**src/lsu_consts.svh**
```systemverilog
`ifndef LSU_CONSTS_SVH
`define LSU_CONSTS_SVH

// ----------------------------------------
// Datapath sizes
// ----------------------------------------
`define LSU_XLEN 32
`define LSU_TRANS_ID_BITS 3

// Entries in the issue-side request queue
`define LSU_QUEUE_DEPTH 2

// ----------------------------------------
// Exception causes
// ----------------------------------------
`define LSU_CAUSE_BITS 5
`define LSU_CAUSE_LD_MISALIGNED 4
`define LSU_CAUSE_ST_MISALIGNED 6

`endif

```
**src/lsu_pkg.sv**
```systemverilog
`include "lsu_consts.svh"

package lsu_pkg;

  typedef logic [`LSU_XLEN-1:0]          xlen_t;
  typedef logic [`LSU_XLEN/8-1:0]        be_t;
  typedef logic [`LSU_TRANS_ID_BITS-1:0] trans_id_t;
  typedef logic [`LSU_CAUSE_BITS-1:0]    cause_t;

  // Loads first, then stores
  typedef enum logic [2:0] {
    LB, LBU, LH, LHU, LW, SB, SH, SW
  } lsu_op_e;

  typedef enum logic [1:0] {
    IDLE, MEM_REQ, MEM_RELEASE, RESULT
  } ctrl_state_e;

  // ----------------------------------------
  // Structs that cross module boundaries
  // ----------------------------------------
  typedef struct packed {
    lsu_op_e   op;
    xlen_t     operand_a;
    xlen_t     imm;
    xlen_t     operand_b;
    trans_id_t trans_id;
  } lsu_issue_t;

  // Decoded entry, store data not yet moved into its lanes
  typedef struct packed {
    lsu_op_e   op;
    xlen_t     addr;
    be_t       be;
    xlen_t     wdata;
    trans_id_t trans_id;
    logic      misaligned;
  } lsu_req_t;

  typedef struct packed {
    xlen_t addr;
    logic  we;
    be_t   be;
    xlen_t wdata;
  } mem_req_t;

  typedef struct packed {
    logic   valid;
    cause_t cause;
    xlen_t  tval;
  } lsu_exc_t;

  typedef struct packed {
    trans_id_t trans_id;
    xlen_t     data;
    lsu_exc_t  exc;
  } lsu_result_t;

endpackage

```
**src/lsu_agu.sv**
```systemverilog
`timescale 1ns/1ps
`include "lsu_consts.svh"

module lsu_agu (
  input  lsu_pkg::lsu_issue_t issue_i,
  output lsu_pkg::lsu_req_t   req_o
);

  lsu_pkg::xlen_t addr;
  lsu_pkg::be_t   be_base;
  logic           is_half;
  logic           is_word;
  logic           misaligned;

  // Immediate arrives already sign-extended to full width
  assign addr = issue_i.operand_a + issue_i.imm;

  // ----------------------------------------
  // Transfer size
  // ----------------------------------------
  always_comb begin
    is_half = 1'b0;
    is_word = 1'b0;
    be_base = lsu_pkg::be_t'(1);
    unique case (issue_i.op)
      lsu_pkg::LH, lsu_pkg::LHU, lsu_pkg::SH: begin
        is_half = 1'b1;
        be_base = lsu_pkg::be_t'(3);
      end
      lsu_pkg::LW, lsu_pkg::SW: begin
        is_word = 1'b1;
        be_base = '1;
      end
      // Bytes are never misaligned
      default: ;
    endcase
  end

  // Halfwords need an even address, words a multiple of 4
  assign misaligned = (is_half && addr[0]) || (is_word && (addr[1:0] != 2'b00));

  // ----------------------------------------
  // Decoded request
  // ----------------------------------------
  always_comb begin
    req_o.op         = issue_i.op;
    req_o.addr       = addr;
    req_o.be         = be_base << addr[1:0];
    req_o.wdata      = issue_i.operand_b;
    req_o.trans_id   = issue_i.trans_id;
    req_o.misaligned = misaligned;
  end

endmodule

```
**src/lsu_ctrl.sv**
```systemverilog
`timescale 1ns/1ps
`include "lsu_consts.svh"

module lsu_ctrl (
  input  logic                 clk_i,
  input  logic                 rst_ni,
  input  lsu_pkg::lsu_req_t    head_i,
  input  logic                 head_valid_i,
  input  logic                 mem_ack_i,
  input  lsu_pkg::xlen_t       mem_rdata_i,
  output logic                 pop_o,
  output lsu_pkg::mem_req_t    mem_req_o,
  output logic                 mem_req_valid_o,
  output logic                 load_valid_o,
  output lsu_pkg::lsu_result_t load_result_o,
  output logic                 store_valid_o,
  output lsu_pkg::lsu_result_t store_result_o
);

  lsu_pkg::ctrl_state_e state_q;
  lsu_pkg::ctrl_state_e state_d;
  lsu_pkg::xlen_t       rdata_aligned;
  lsu_pkg::xlen_t       wdata_aligned;
  lsu_pkg::xlen_t       rdata_q;
  lsu_pkg::lsu_exc_t    exc;
  logic                 is_store;

  assign is_store = head_i.op inside {lsu_pkg::SB, lsu_pkg::SH, lsu_pkg::SW};

  lsu_data_align i_data_align (
    .op_i       (head_i.op),
    .byte_off_i (head_i.addr[1:0]),
    .wdata_i    (head_i.wdata),
    .rdata_i    (mem_rdata_i),
    .wdata_o    (wdata_aligned),
    .rdata_o    (rdata_aligned)
  );

  // ----------------------------------------
  // FSM
  // ----------------------------------------
  always_comb begin
    state_d = state_q;
    unique case (state_q)
      lsu_pkg::IDLE: begin
        if (head_valid_i) begin
          // Misaligned entries never touch memory
          if (head_i.misaligned) begin
            state_d = lsu_pkg::RESULT;
          end else begin
            state_d = lsu_pkg::MEM_REQ;
          end
        end
      end
      lsu_pkg::MEM_REQ: begin
        if (mem_ack_i) begin
          state_d = lsu_pkg::MEM_RELEASE;
        end
      end
      // Wait for ack low before the next request can go out
      lsu_pkg::MEM_RELEASE: begin
        if (!mem_ack_i) begin
          state_d = lsu_pkg::RESULT;
        end
      end
      default: begin
        state_d = lsu_pkg::IDLE;
      end
    endcase
  end

  always_ff @(posedge clk_i or negedge rst_ni) begin
    if (!rst_ni) begin
      state_q <= lsu_pkg::IDLE;
    end else begin
      state_q <= state_d;
    end
  end

  // Load data is valid together with ack
  always_ff @(posedge clk_i) begin
    if ((state_q == lsu_pkg::MEM_REQ) && mem_ack_i) begin
      rdata_q <= rdata_aligned;
    end
  end

  // ----------------------------------------
  // Memory port
  // ----------------------------------------
  assign mem_req_valid_o = (state_q == lsu_pkg::MEM_REQ);

  always_comb begin
    mem_req_o.addr  = head_i.addr;
    mem_req_o.we    = is_store;
    mem_req_o.be    = head_i.be;
    mem_req_o.wdata = wdata_aligned;
  end

  // ----------------------------------------
  // Results
  // ----------------------------------------
  always_comb begin
    exc = '0;
    if (head_i.misaligned) begin
      exc.valid = 1'b1;
      exc.cause = is_store ? lsu_pkg::cause_t'(`LSU_CAUSE_ST_MISALIGNED)
                           : lsu_pkg::cause_t'(`LSU_CAUSE_LD_MISALIGNED);
      exc.tval  = head_i.addr;
    end
  end

  // Head entry retires in the same cycle as its result pulse
  assign pop_o         = (state_q == lsu_pkg::RESULT);
  assign load_valid_o  = pop_o && !is_store;
  assign store_valid_o = pop_o && is_store;

  always_comb begin
    load_result_o.trans_id  = head_i.trans_id;
    load_result_o.data      = exc.valid ? '0 : rdata_q;
    load_result_o.exc       = exc;
    store_result_o.trans_id = head_i.trans_id;
    store_result_o.data     = '0;
    store_result_o.exc      = exc;
  end

  // Request and payload hold until memory acks
  a_req_stable: assert property (@(posedge clk_i) disable iff (!rst_ni)
    mem_req_valid_o && !mem_ack_i |=> mem_req_valid_o && $stable(mem_req_o));

endmodule

```
**src/lsu_data_align.sv**
```systemverilog
`timescale 1ns/1ps
`include "lsu_consts.svh"

module lsu_data_align (
  input  lsu_pkg::lsu_op_e op_i,
  input  logic [1:0]       byte_off_i,
  input  lsu_pkg::xlen_t   wdata_i,
  input  lsu_pkg::xlen_t   rdata_i,
  output lsu_pkg::xlen_t   wdata_o,
  output lsu_pkg::xlen_t   rdata_o
);

  lsu_pkg::xlen_t rdata_shifted;

  // ----------------------------------------
  // Store path
  // ----------------------------------------
  // Byte offset picks the lane, upper bits fall off for narrow stores
  assign wdata_o = wdata_i << {byte_off_i, 3'b000};

  // ----------------------------------------
  // Load path
  // ----------------------------------------
  assign rdata_shifted = rdata_i >> {byte_off_i, 3'b000};

  always_comb begin
    unique case (op_i)
      lsu_pkg::LB: begin
        rdata_o = {{(`LSU_XLEN - 8){rdata_shifted[7]}}, rdata_shifted[7:0]};
      end
      lsu_pkg::LBU: begin
        rdata_o = {{(`LSU_XLEN - 8){1'b0}}, rdata_shifted[7:0]};
      end
      lsu_pkg::LH: begin
        rdata_o = {{(`LSU_XLEN - 16){rdata_shifted[15]}}, rdata_shifted[15:0]};
      end
      lsu_pkg::LHU: begin
        rdata_o = {{(`LSU_XLEN - 16){1'b0}}, rdata_shifted[15:0]};
      end
      // Word loads pass through as is
      default: begin
        rdata_o = rdata_shifted;
      end
    endcase
  end

endmodule

```
**src/lsu_req_queue.sv**
```systemverilog
`timescale 1ns/1ps
`include "lsu_consts.svh"

module lsu_req_queue (
  input  logic              clk_i,
  input  logic              rst_ni,
  input  logic              push_i,
  input  lsu_pkg::lsu_req_t req_i,
  input  logic              pop_i,
  output logic              ready_o,
  output lsu_pkg::lsu_req_t head_o,
  output logic              head_valid_o
);

  localparam int unsigned PTR_W = $clog2(`LSU_QUEUE_DEPTH);
  localparam int unsigned CNT_W = $clog2(`LSU_QUEUE_DEPTH + 1);
  localparam logic [PTR_W-1:0] LAST_PTR = PTR_W'(`LSU_QUEUE_DEPTH - 1);
  localparam logic [CNT_W-1:0] FULL_CNT = CNT_W'(`LSU_QUEUE_DEPTH);

  lsu_pkg::lsu_req_t mem_q [`LSU_QUEUE_DEPTH];
  logic [PTR_W-1:0]  wr_ptr_q;
  logic [PTR_W-1:0]  rd_ptr_q;
  logic [CNT_W-1:0]  count_q;
  logic              wr_en;
  logic              rd_en;

  assign ready_o      = (count_q != FULL_CNT);
  assign head_valid_o = (count_q != '0);
  assign head_o       = mem_q[rd_ptr_q];

  // Issue only counts as accepted while there is room
  assign wr_en = push_i && ready_o;
  assign rd_en = pop_i && head_valid_o;

  // ----------------------------------------
  // Pointers and fill level
  // ----------------------------------------
  always_ff @(posedge clk_i or negedge rst_ni) begin
    if (!rst_ni) begin
      wr_ptr_q <= '0;
      rd_ptr_q <= '0;
      count_q  <= '0;
    end else begin
      if (wr_en) begin
        wr_ptr_q <= (wr_ptr_q == LAST_PTR) ? '0 : wr_ptr_q + 1'b1;
      end
      if (rd_en) begin
        rd_ptr_q <= (rd_ptr_q == LAST_PTR) ? '0 : rd_ptr_q + 1'b1;
      end
      unique case ({wr_en, rd_en})
        2'b10:   count_q <= count_q + 1'b1;
        2'b01:   count_q <= count_q - 1'b1;
        default: ;
      endcase
    end
  end

  always_ff @(posedge clk_i) begin
    if (wr_en) begin
      mem_q[wr_ptr_q] <= req_i;
    end
  end

  // Control must only retire an entry that is actually there
  a_no_pop_empty: assert property (@(posedge clk_i) disable iff (!rst_ni)
    pop_i |-> head_valid_o);

  // A write never lands on the entry still waiting at the head
  a_no_overwrite: assert property (@(posedge clk_i) disable iff (!rst_ni)
    wr_en && head_valid_o |-> (wr_ptr_q != rd_ptr_q));

endmodule

```
**src/lsu_top.sv**
```systemverilog
`timescale 1ns/1ps
`include "lsu_consts.svh"

module lsu_top (
  input  logic                 clk_i,
  input  logic                 rst_ni,
  input  logic                 issue_valid_i,
  input  lsu_pkg::lsu_issue_t  issue_i,
  output logic                 issue_ready_o,
  input  logic                 mem_ack_i,
  input  lsu_pkg::xlen_t       mem_rdata_i,
  output logic                 mem_req_valid_o,
  output lsu_pkg::mem_req_t    mem_req_o,
  output logic                 load_valid_o,
  output lsu_pkg::lsu_result_t load_result_o,
  output logic                 store_valid_o,
  output lsu_pkg::lsu_result_t store_result_o
);

  lsu_pkg::lsu_req_t issue_req;
  lsu_pkg::lsu_req_t head;
  logic              head_valid;
  logic              pop;

  lsu_agu i_agu (
    .issue_i (issue_i),
    .req_o   (issue_req)
  );

  lsu_req_queue i_req_queue (
    .clk_i        (clk_i),
    .rst_ni       (rst_ni),
    .push_i       (issue_valid_i),
    .req_i        (issue_req),
    .pop_i        (pop),
    .ready_o      (issue_ready_o),
    .head_o       (head),
    .head_valid_o (head_valid)
  );

  lsu_ctrl i_ctrl (
    .clk_i           (clk_i),
    .rst_ni          (rst_ni),
    .head_i          (head),
    .head_valid_i    (head_valid),
    .mem_ack_i       (mem_ack_i),
    .mem_rdata_i     (mem_rdata_i),
    .pop_o           (pop),
    .mem_req_o       (mem_req_o),
    .mem_req_valid_o (mem_req_valid_o),
    .load_valid_o    (load_valid_o),
    .load_result_o   (load_result_o),
    .store_valid_o   (store_valid_o),
    .store_result_o  (store_result_o)
  );

endmodule

```
**config.mk**
```make
export PLATFORM = sky130hd
export DESIGN_NAME = lsu_top
export DESIGN_NICKNAME = d
export VERILOG_FILES = /design/src/lsu_pkg.sv /design/src/lsu_agu.sv /design/src/lsu_ctrl.sv /design/src/lsu_data_align.sv /design/src/lsu_req_queue.sv /design/src/lsu_top.sv
export VERILOG_INCLUDE_DIRS = /design/src
export SDC_FILE = /design/constraint.sdc
export NUM_CORES = 1
export LEC_CHECK = 0
export ABC_CLOCK_PERIOD_IN_PS = 5900
export BUFFER_PORTS_ARGS = -buffer_cell sky130_fd_sc_hd__buf_2
export CAP_MARGIN = 20
export CORE_ASPECT_RATIO = 0.5
export CORE_MARGIN = 2
export CORE_UTILIZATION = 52
export DETAILED_ROUTE_END_ITERATION = 10
export PLACE_DENSITY_LB_ADDON = 0.25
export SLEW_MARGIN = 20
export SYNTH_ARGS = -nofsm -noshare
export SYNTH_HDL_FRONTEND = slang
export SYNTH_SLANG_ARGS = --single-unit
```
**constraint.sdc**
```tcl
create_clock -name clk_i -period 5.9 [get_ports clk_i]
set_input_delay 0.885 -clock clk_i [delete_from_list [all_inputs] [get_ports clk_i]]
set_output_delay 0.885 -clock clk_i [all_outputs]
set_load 0.02 [all_outputs]
```
=== Word-level counts from Yosys, hierarchy flattened ===
Memory sizes are Yosys's and may differ from the RTL's.
Cells that the tools add are included.

* Add/subtract/negate cells: 5
* Eq/ne operators: 20
* Shifts and indexed selects: 3
* Mux-type cells: 17
* Reduce and logical (&&, ||, !) cells: 18

{| class="wikitable"
|+ Operators with widths
! kind !! number
|-
| one-hot mux 32 bit (4 select lines) || 1
|-
| two-way mux 38 bit || 1
|-
| adder 32 bit || 1
|-
| two-way mux 32 bit || 1
|-
| left shift 32 x 5 -> 32 bit || 1
|-
| right shift 32 x 5 -> 32 bit || 1
|-
| == test 3 bit (second input constant) || 6
|-
| == test 3 x 2 -> 1 bit (second input constant) || 4
|-
| two-way mux 2 bit || 5
|-
| inequality test 2 bit (second input constant) || 4
|-
| one-hot mux 4 bit (2 select lines) || 1
|-
| logical AND 1 bit || 7
|-
| == test 2 bit (second input constant) || 3
|-
| two-way mux 1 bit || 6
|-
| one-hot mux 2 bit (3 select lines) || 1
|-
| nonzero test 2 bit || 3
|-
| == test 2 x 1 -> 1 bit (second input constant) || 2
|-
| one-hot mux 2 bit (2 select lines) || 1
|-
| left shift 4 x 2 -> 4 bit || 1
|-
| == test 3 x 1 -> 1 bit (second input constant) || 1
|-
| logical NOT 3 bit || 1
|-
| AND reduction 3 bit || 1
|-
| nonzero test 3 bit || 1
|-
| OR reduction 3 bit || 1
|-
| 7 further kinds || 8
|}

* Flip-flop bits (word level): 38
* Bits in writable memories: 150
* Output and inout port bits: 219
* Logic and storage cells: 69
* Memories kept: 1

{| class="wikitable"
|+ Memories
! name !! depth !! bits a word !! rd ports !! clocked after Yosys merged registers in !! wr ports !! line !! text
|-
| i_req_queue.mem_q || 2 || 75 || 1 || 0 || 1 || lsu_req_queue.sv:20 || <nowiki>lsu_pkg::lsu_req_t mem_q [`LSU_QUEUE_DEPTH];</nowiki>
|}

=== Longest topological paths before layout ===
An unclocked memory read counts as a cell.

* Depth in word-level cells: 6
* Mapped depth: 11

=== Modules after synthesis ===
Synthesis repeated with hierarchy kept, for this count alone.

* Cell total of the unflattened synthesis: 1000
* Area total of the unflattened synthesis: 11685.0 µm²

{| class="wikitable"
|+ By module, submodules not included
! module !! times used !! cells an instance !! area each (µm²)
|-
| lsu_req_queue || 1 || 250 || 5761.8
|-
| lsu_ctrl || 1 || 243 || 2497.4
|-
| lsu_agu || 1 || 320 || 2238.4
|-
| lsu_data_align || 1 || 187 || 1187.4
|}

=== Worst setup path after synthesis ===
OpenSTA, ideal clock, no wires.

* Path type: input to register
* Start: input issue_valid_i
* End: memory i_req_queue.mem_q[0][0] (netlist name) (enable)
* Library setup time: 0.509 ns
* Data arrival time: 4.116 ns
* Required time: 5.391 ns
* Setup slack: 1.275 ns
* Stages: 2
* Buffers on the path: 0
* Cells stage by stage: nand2_1 nor2_1

* Cells in the longest elaborated chain, start to end: 3

{| class="wikitable"
|+ Ends and longest elaborated chain
! element !! line !! text
|-
| start, declared || lsu_top.sv:7 || <nowiki>input logic issue_valid_i,</nowiki>
|-
| logical AND 1 bit || lsu_req_queue.sv:32 || <nowiki>assign wr_en = push_i && ready_o;</nowiki>
|-
| two-way mux 1 bit || lsu_req_queue.sv:59 || <nowiki>if (wr_en) begin</nowiki>
|-
| two-way mux 1 bit (not written as such) || lsu_req_queue.sv:60 || <nowiki>mem_q[wr_ptr_q] <= req_i;</nowiki>
|-
| end, declared || lsu_req_queue.sv:20 ||
|}

No other way between the ends.

==> flow_summary.toml <==
[outcome]
status = "completed"

[power]
peakVddDrop_mv = 0.2365
power.density_mw_per_mm2 = 503.9
p_leak_nw = 5.613

[setup_path]
path_buf_inv = 3
crit_family = "buffers and inverters"
cp_slowest_cell = "dfrtp_4"
cpMostUsedCell = "buf_4"
path_class = "reg -> out"
arrival_ns = 3.69
worstPathCellList = "buf_4 -> mux2i_4 -> buf_4 -> nor2b_1 -> buf_2"
cp_slowest_stage_delay_ns = 0.90
critical_path_required_ns = 5.02
cp-end-kind = "output port"
worstPathMaxFanout = 55
start_kind = "flop"

[routing]
first_iter_violations = 533
wl_per_cell_um = 17.74
drc = 0
viasPerCell = 5.414
dr.pass1.iters = 5
ant_nets = 0
via_count = 8322
finalWirelength_mm = 27.26

[floorplanning]
die_area_mm2 = 0.02247
start_util_pct = 53.32
die_h_um = 107.0
die_w_um = 210.0
coreArea_mm2 = 0.02069
rows = 37
boundaryPins = 357

[cts]
ctsResizeCount = 0
cts_sinks = 188
clk_pin_slew_ns = 0.07
htree_levels = 4
cts_root_buffer = "clkbuf_16"
cts_tree = "done"
clk_latency_ns = 0.43
hold_buffers = 0
cts_setup_buffers = 0
cts_inserted_buffers = 17
clockBufferDepth = 2

[grt]
use_met2_pct = 41.86
grt.total_usage_pct = 23.96
met3_usage_pct = 4.599
antenna_found_initial = 2
grt_pass1_wl_mm = 41.68
grt_pass1_vias = 8085
grt_overflow = 0
top_usage_layer = "met2"
grt_max_degree = 76
met1_usage_pct = 29.72

[sta]
max_freq_mhz = 218.4
hold_violations = 0
slew_violations = 0
worstMarginPinSlew_ns = 1.078
setup_violations = 0
finalSetupTns_ns = 0
rsz0062_at_grt = "false"
relSlewSlack_pct = 28.10
skew_ns = 0.008463
post-route-period-util_pct = 77.60
fin_crit_ns = 4.578

[logic_synthesis]
async_reset_ff_share_pct = 3.191
synthDistinctLibCells = 58
synth_seq_cells = 188
yosysWarnings = 0
synth_cells = 996
synth_edf_count = 182
synth_area_mm2 = 0.01103
seq_area_frac_synth_pct = 50.89
synth_top_flop_cell = "edfxtp_1"
synth_area_per_cell_um2 = 11.08

[hold_path]
hp-class = "in -> async"

[placed_design]
place.detailed.hpwl_mm = 19.90
port_buffers = 318
place_congestion = 0.9262
placed_cells = 1505

[layout]
nets = 1426
regArea_mm2 = 0.005619
final_common_cell = "buf_2"
area_delta_synth_final_pct = 17.42
num-fill-cells = 1710
fin_cells = 1537
final_cell_mix = "buf_2 (318), edfxtp_1 (182), nand2_1 (113)"
multiInputGateArea_mm2 = 0.004720
drive_gt1_share_pct = 33.41

[run]
maxCapViolCount = 0
==> cells in the mapped netlist, types with 3 or more instances <==
cell type | number | area, um2
edfxtp_1 | 182 | 5465
mux2_2 | 52 | 585.6
o22ai_1 | 8 | 50.05
xor2_1 | 14 | 122.6
o211ai_1 | 9 | 67.56
buf_1 | 9 | 33.78
a21oi_1 | 54 | 270.3
nand2b_1 | 5 | 31.28
nand3_1 | 21 | 105.1
and2_1 | 37 | 231.5
nand2_1 | 113 | 424.2
dfrtp_1 | 6 | 150.1
a211oi_1 | 16 | 120.1
inv_2 | 3 | 11.26
inv_1 | 18 | 67.56
a21o_1 | 7 | 52.55
o31ai_1 | 4 | 30.03
a41oi_1 | 3 | 26.28
mux4_2 | 3 | 67.56
nor3_1 | 4 | 20.02
buf_2 | 12 | 60.06
nor2b_1 | 38 | 237.7
a31oi_1 | 5 | 31.28
clkbuf_1 | 24 | 90.09
o21a_1 | 4 | 30.03
o21ai_0 | 50 | 250.2
nand4_1 | 4 | 25.02
ha_1 | 36 | 450.4
xnor2_1 | 22 | 192.7
and3_1 | 10 | 62.56
nor2_1 | 58 | 217.7
buf_4 | 79 | 593.1
mux2i_1 | 56 | 560.5
==> cells by family (layout without fill, tap and decap cells) <==
logic type,Yosys count,in the layout,synth area share [%]
and+or+nand+nor,295,295,12.60
other,1,39,0.03398
adders and majority gates,37,37,4.264
xor gates and xnor gates,36,36,2.857
muxes,112,112,11.20
AOI/OAI and AO/OA,181,181,10.30
DFF,188,188,50.89
buffers and inverters,146,376,7.858
==> metrics by stage <==
stage          hold WS [ns]  total power [mW]  setup WS, ns  instance area, um2  util (%)
2_1_floorplan        0.4608             4.591         1.275               11170         -
3_3_place_gp         0.4842             5.391         1.852               12400     59.90
3_5_place_dp         0.5251             5.459         1.779               12400     59.90
4_1_cts              0.2712             6.559         1.313               12950     62.60
5_1_grt              0.2693             6.906         1.049               12960     62.61
6_report             0.2800             6.529         1.322               12960     62.61
==> final cells by class <==
| class | count | share of cell area [%] |
|---|---|---|
| Sequential cell | 188 | 43.37 |
| Multi-Input combinational cell | 699 | 36.43 |
| Timing Repair Buffer | 324 | 12.63 |
| Clock buffer | 20 | 3.370 |
| Tap cell | 273 | 2.636 |
| Clock inverter | 11 | 0.9367 |
| Inverter | 21 | 0.6084 |
| Antenna cell | 1 | 0.01931 |
==> path summary, 6_finish.rpt <==
check / endpoint / from / slack (ns) / depth (start not counted)
worst max-delay path: store_result_o[21] / i_req_queue.rd_ptr_q$_DFFE_PN0P_ / 1.32 / 5
worst min-delay path: i_ctrl.state_q[1]$_DFFE_PN0P_ / rst_ni / 0.28 / 1
worst max register to register: i_ctrl.rdata_q[17]$_DFFE_PP_ / i_req_queue.rd_ptr_q$_DFFE_PN0P_ / 2.17 / 8
worst min register to register: i_req_queue.count_q[1]$_DFFE_PN0P_ / i_req_queue.count_q[1]$_DFFE_PN0P_ / 0.53 / 1
max in group asynchronous: i_req_queue.rd_ptr_q$_DFFE_PN0P_ / rst_ni / 5.45 / 1
min in group clk_i: i_req_queue.count_q[1]$_DFFE_PN0P_ / i_req_queue.count_q[1]$_DFFE_PN0P_ / 0.53 / 1
==> routing by layer <==
metal	routed length [um]	part of all wire (%)	up-vias
li1	-	-	3988
met1	11380	42	3961
met2	13480	49	327
met3	1808	6.6	44
met4	575	2.1	2
met5	18	0.066	-
==> state kept, by name, summed over array words and instances (netlist names) <==
| name | flops |
|---|---|
| i_ctrl.rdata_q | 32 |
| i_ctrl.state_q | 2 |
| i_req_queue.count_q | 2 |
| i_req_queue.mem_q | 150 |
| i_req_queue.rd_ptr_q | 1 |
| i_req_queue.wr_ptr_q | 1 |
==> power by group <==
part           total, mW  leakage, nW  switching, mW  internal [mW]
sequential          2.14         1.76          0.222           1.92
clock               1.10        0.260          0.476          0.621
combinational       3.29         3.59           2.15           1.13
Power figures use the tool's default switching activity.
